===== src/cgra_consts.svh =====
/*
 * Array geometry and field widths of the CGRA.
 * The PE address is row * CGRA_COLS + column, so CGRA_ADDR_W must cover CGRA_NUM_PE.
 */
`ifndef CGRA_CONSTS_SVH
`define CGRA_CONSTS_SVH

// Grid size
`define CGRA_ROWS    4
`define CGRA_COLS    4
`define CGRA_NUM_PE  16

// Lane payload
`define CGRA_DATA_W  32

// Configuration fields
`define CGRA_IMM_W   16
`define CGRA_ADDR_W  4
`define CGRA_OP_W    3

`endif


===== src/cgra_cfg_decode.sv =====
/*
 * Configuration address decode. A PE counts as configured from the cycle after its
 * first frame until reset, and runs only while configured and execute_i is high.
 */
`timescale 1ns/1ns
`include "cgra_consts.svh"

module cgra_cfg_decode (
    input  logic                     clk,
    input  logic                     rst_n_bs,
    input  logic                     cfg_we_i,
    input  logic [`CGRA_ADDR_W-1:0]  pe_addr_i,
    input  logic                     execute_i,
    output logic [`CGRA_NUM_PE-1:0]  cfg_load_o,
    output logic [`CGRA_NUM_PE-1:0]  pe_run_o
);

    logic [`CGRA_NUM_PE-1:0] configured_q;

    always_comb begin
        for (int i = 0; i < `CGRA_NUM_PE; i++) begin
            cfg_load_o[i] = cfg_we_i && (pe_addr_i == i[`CGRA_ADDR_W-1:0]);
        end
    end

    always_ff @(posedge clk or negedge rst_n_bs) begin
        if (!rst_n_bs) begin
            configured_q <= '0;
        end else begin
            configured_q <= configured_q | cfg_load_o;
        end
    end

    assign pe_run_o = configured_q & {`CGRA_NUM_PE{execute_i}};

    // At most one PE loads per strobe
    a_load_onehot: assert property (@(posedge clk) disable iff (!rst_n_bs)
        $onehot0(cfg_load_o));

endmodule


===== config.mk =====
export PLATFORM = sky130hd
export DESIGN_NAME = cgra_cfg_decode
export DESIGN_NICKNAME = d
export VERILOG_FILES = /design/src/cgra_cfg_decode.sv
export VERILOG_INCLUDE_DIRS = /design/src
export SDC_FILE = /design/constraint.sdc
export NUM_CORES = 1
export LEC_CHECK = 0
export BUFFER_PORTS_ARGS = -buffer_cell sky130_fd_sc_hd__buf_4
export CORE_MARGIN = 2
export CORE_UTILIZATION = 39
export CTS_CLUSTER_DIAMETER = 120
export DETAILED_ROUTE_END_ITERATION = 10
export PLACE_DENSITY = 0.79
export RECOVER_POWER = 50
export SYNTH_ARGS = -nofsm -noshare
export SYNTH_HDL_FRONTEND = slang
export SYNTH_SLANG_ARGS = --single-unit

===== constraint.sdc =====
create_clock -name clk -period 0.8 [get_ports clk]
set_input_delay 0.08 -clock clk [delete_from_list [all_inputs] [get_ports clk]]
set_output_delay 0.08 -clock clk [all_outputs]
set_load 0.02 [all_outputs]

==> impl_results.md <==
- Avg WL per Cell: 21.58 microns
- Area share of the largest cell type after synthesis: 52.20%
- I/O pins: 40
- Worst hold-check slack: 0.2125 ns
- Final hold vios: 0
- Antenna Cells: 0
- Clock sink count: 16
- Root Buffer: clkbuf_4
- Fill count: 63
- Max-slew violations: 0
- Non-Filler Instances: 170
- DRT Wirelength: 3668 microns
- Kind of end point of the critical path: primary output
- Final HPWL DP: 1476 microns
- Setup ws final: -0.2685 ns
- Max Freq: 0.9359 GHz
- First-pass DRT Iterations: 4
- Reg2reg path depth: 3
- Synth Warn #: 0
- Slowest CP cell: dfrtp_1
- Fin crit period: 1.069 ns
- Rel. slew slack: 72.72%
- Largest register FFs: 16
- Crit path kind: flip-flop to primary output
- Fraction of layout instances using a drive strength above 1: 79.72%
- Detail Route Antenna Nets: 0
- Clk buf depth: 2
- Biggest regs: configured_q (16)
- Post-synth EDFFs: 0
- Worst slack, placed: -0.2554 ns
- Post-synthesis register bit count: 16
- Nets: 153
- Worst path buffer plus inverter count: 1
- DRC Markers: 0
- Worst vdd ir: 1.481 mV
- Crit path largest cell delay: 0.43 ns
- Chip width: 48.35 microns
- WP data required: 0.72 ns
- Total Power Consumption: 2.669 mW
- Syn Area/Cell: 9.961 sq um
- CP startpoint kind: flip-flop
- Gate Count Post-Synth: 77
- Largest Register: configured_q
- First-pass GRT wire length: 4629 microns
- Die height: 48.35 microns
- Post-layout instance area: 0.001740 sq mm
- CTS H-tree depth: 1
- Worst-path clk slew: 0.09 ns
- Min-Delay Path Class: input port to flip-flop
- Port Buf Inserts: 39
- GP Congestion: 0.7545
- Std-Cell Rows: 16
- Arrival time worst endpoint: 0.99 ns
- Synth Cell Area: 767.0 sq um
- Tcrit/Tclk final: 133.6%
- Run status: finished with violations
- Crit-path cells: and2_4 > buf_6
- Most common library cells after synthesis: 16 x and2_1, 16 x dfrtp_1, 16 x nor2_1, 12 x o21bai_1
- Synthesis-to-layout area growth: 126.9%
- Post-synthesis sequential area ratio: 52.20%
- Post-synth top area cell: dfrtp_1
- Post-synth ARST share: 100.0%
- Unrepaired setup endpoints after global routing: yes
- Synth cell types: 13
- Core footprint: 0.001902 sq mm
- Placed cell count: 149
- CP top delay family: flip-flops
- Initial antenna violation count: 1
- CTS tree: done
- Synth area leaders: dfrtp_1 52%, and2_1 13%, o21bai_1 12%
- # setup viols final: 39
- Pwr per Cell Area: 1534 mW/mm^2
- Post-DP Area: 0.001209 sq mm
- Via/cell ratio: 5.406
- Failing checks: setup timing
- Worst Hold Path Cells: 3
- Total gr overflow: 0
- Die area: 0.002337 sq mm
- Tot GR Track Use: 26.82%
- Largest net degree at the start of global routing: 17
- Initial core utilization: 40.33%
- Ys flop type: dfrtp_1
- Initial DRC count: 12
- Max-cap viol count: 0
- Later-pin clock latency in the skew report: 0.28 ns
- Total CTS buffers: 3
- Worst-Margin Slew: 0.4092 ns
- Routed via count: 919
- Max FO, Critical Path: 2
- Mapped Nets: 85
- Vias in the first global route: 860
- Clk_skew: 0 ns
- Stages on worst setup path: 2
- Pleak: 0.7300 nW
## kinds of logic after synthesis
logic type,Yosys count,synth area share (%)
buf+inv,5,2.609
simple gates,40,27.57
compound gates,16,17.62
flops,16,52.20
## placed cells by master (no fill, tap or decap)
master	instances
and2_4	16
nand2b_4	1
nand2b_2	1
clkbuf_2	1
buf_6	51
nand3_4	1
o21bai_1	10
buf_8	1
dlygate4sd3_1	1
dfrtp_1	16
nand2_2	1
buf_4	14
o21bai_4	4
clkbuf_4	3
nand3b_1	2
or2_4	1
o21bai_2	2
nor2_4	16
or3b_4	1
## final cells by class
cell class                      count  area (sq um)  share of cell area [%]
Timing Repair Buffer               68         709.4                   40.76
Multi-Input combinational cell     56         574.3                   33.00
Sequential cell                    16         400.4                   23.01
Tap cell                           27         33.78                   1.941
Clock buffer                        3         22.52                   1.294
## layer usage
layer / wire [microns] / track usage, %
met5: 13 / 0
met4: 101 / 12.86
met3: 210 / 4.321
met2: 1849 / 43.06
met1: 1492 / 35.64
## per-stage QoR
step,util (%),setup TNS [ns]
2_1_floorplan,-,-0.2462
3_3_place_gp,63.55,-3.961
3_5_place_dp,63.55,-4.239
4_1_cts,83.95,-5.332
5_1_grt,91.51,-7.610
6_report,91.51,-6.873
## report_power, final
| part | switching [mW] | internal, mW |
|---|---|---|
| logic | 0.524 | 0.670 |
| registers | 0.110 | 0.952 |
| clock network | 0.237 | 0.175 |
| total | 0.872 | 1.80 |
## tightest hold or removal path, cell delays in order
cell      delay [ns]
buf_6           0.11
nand2b_4        0.18
o21bai_4        0.09
## final timing paths
kind	end	startpoint	slack (ns)
worst max-delay path	pe_run_o[10]	configured_q[10]	-0.27
worst min-delay path	configured_q[4]	pe_addr_i[2]	0.21
worst max register to register	configured_q[15]	configured_q[15]	-0.11
worst min register to register	configured_q[6]	configured_q[6]	0.50
max in group asynchronous	configured_q[12]	rst_n_bs	0.24
min in group asynchronous	configured_q[4]	rst_n_bs	0.27
## repair_timing
item	in CTS	in global routing
buffers inserted	13	5
pin swaps	10	6
gates resized for setup	74	27
setup endpoints to repair	32	38
hold endpoints to repair	16	0
hold buffers	1	0
Note: power is estimated with default switching activity, not from simulation.
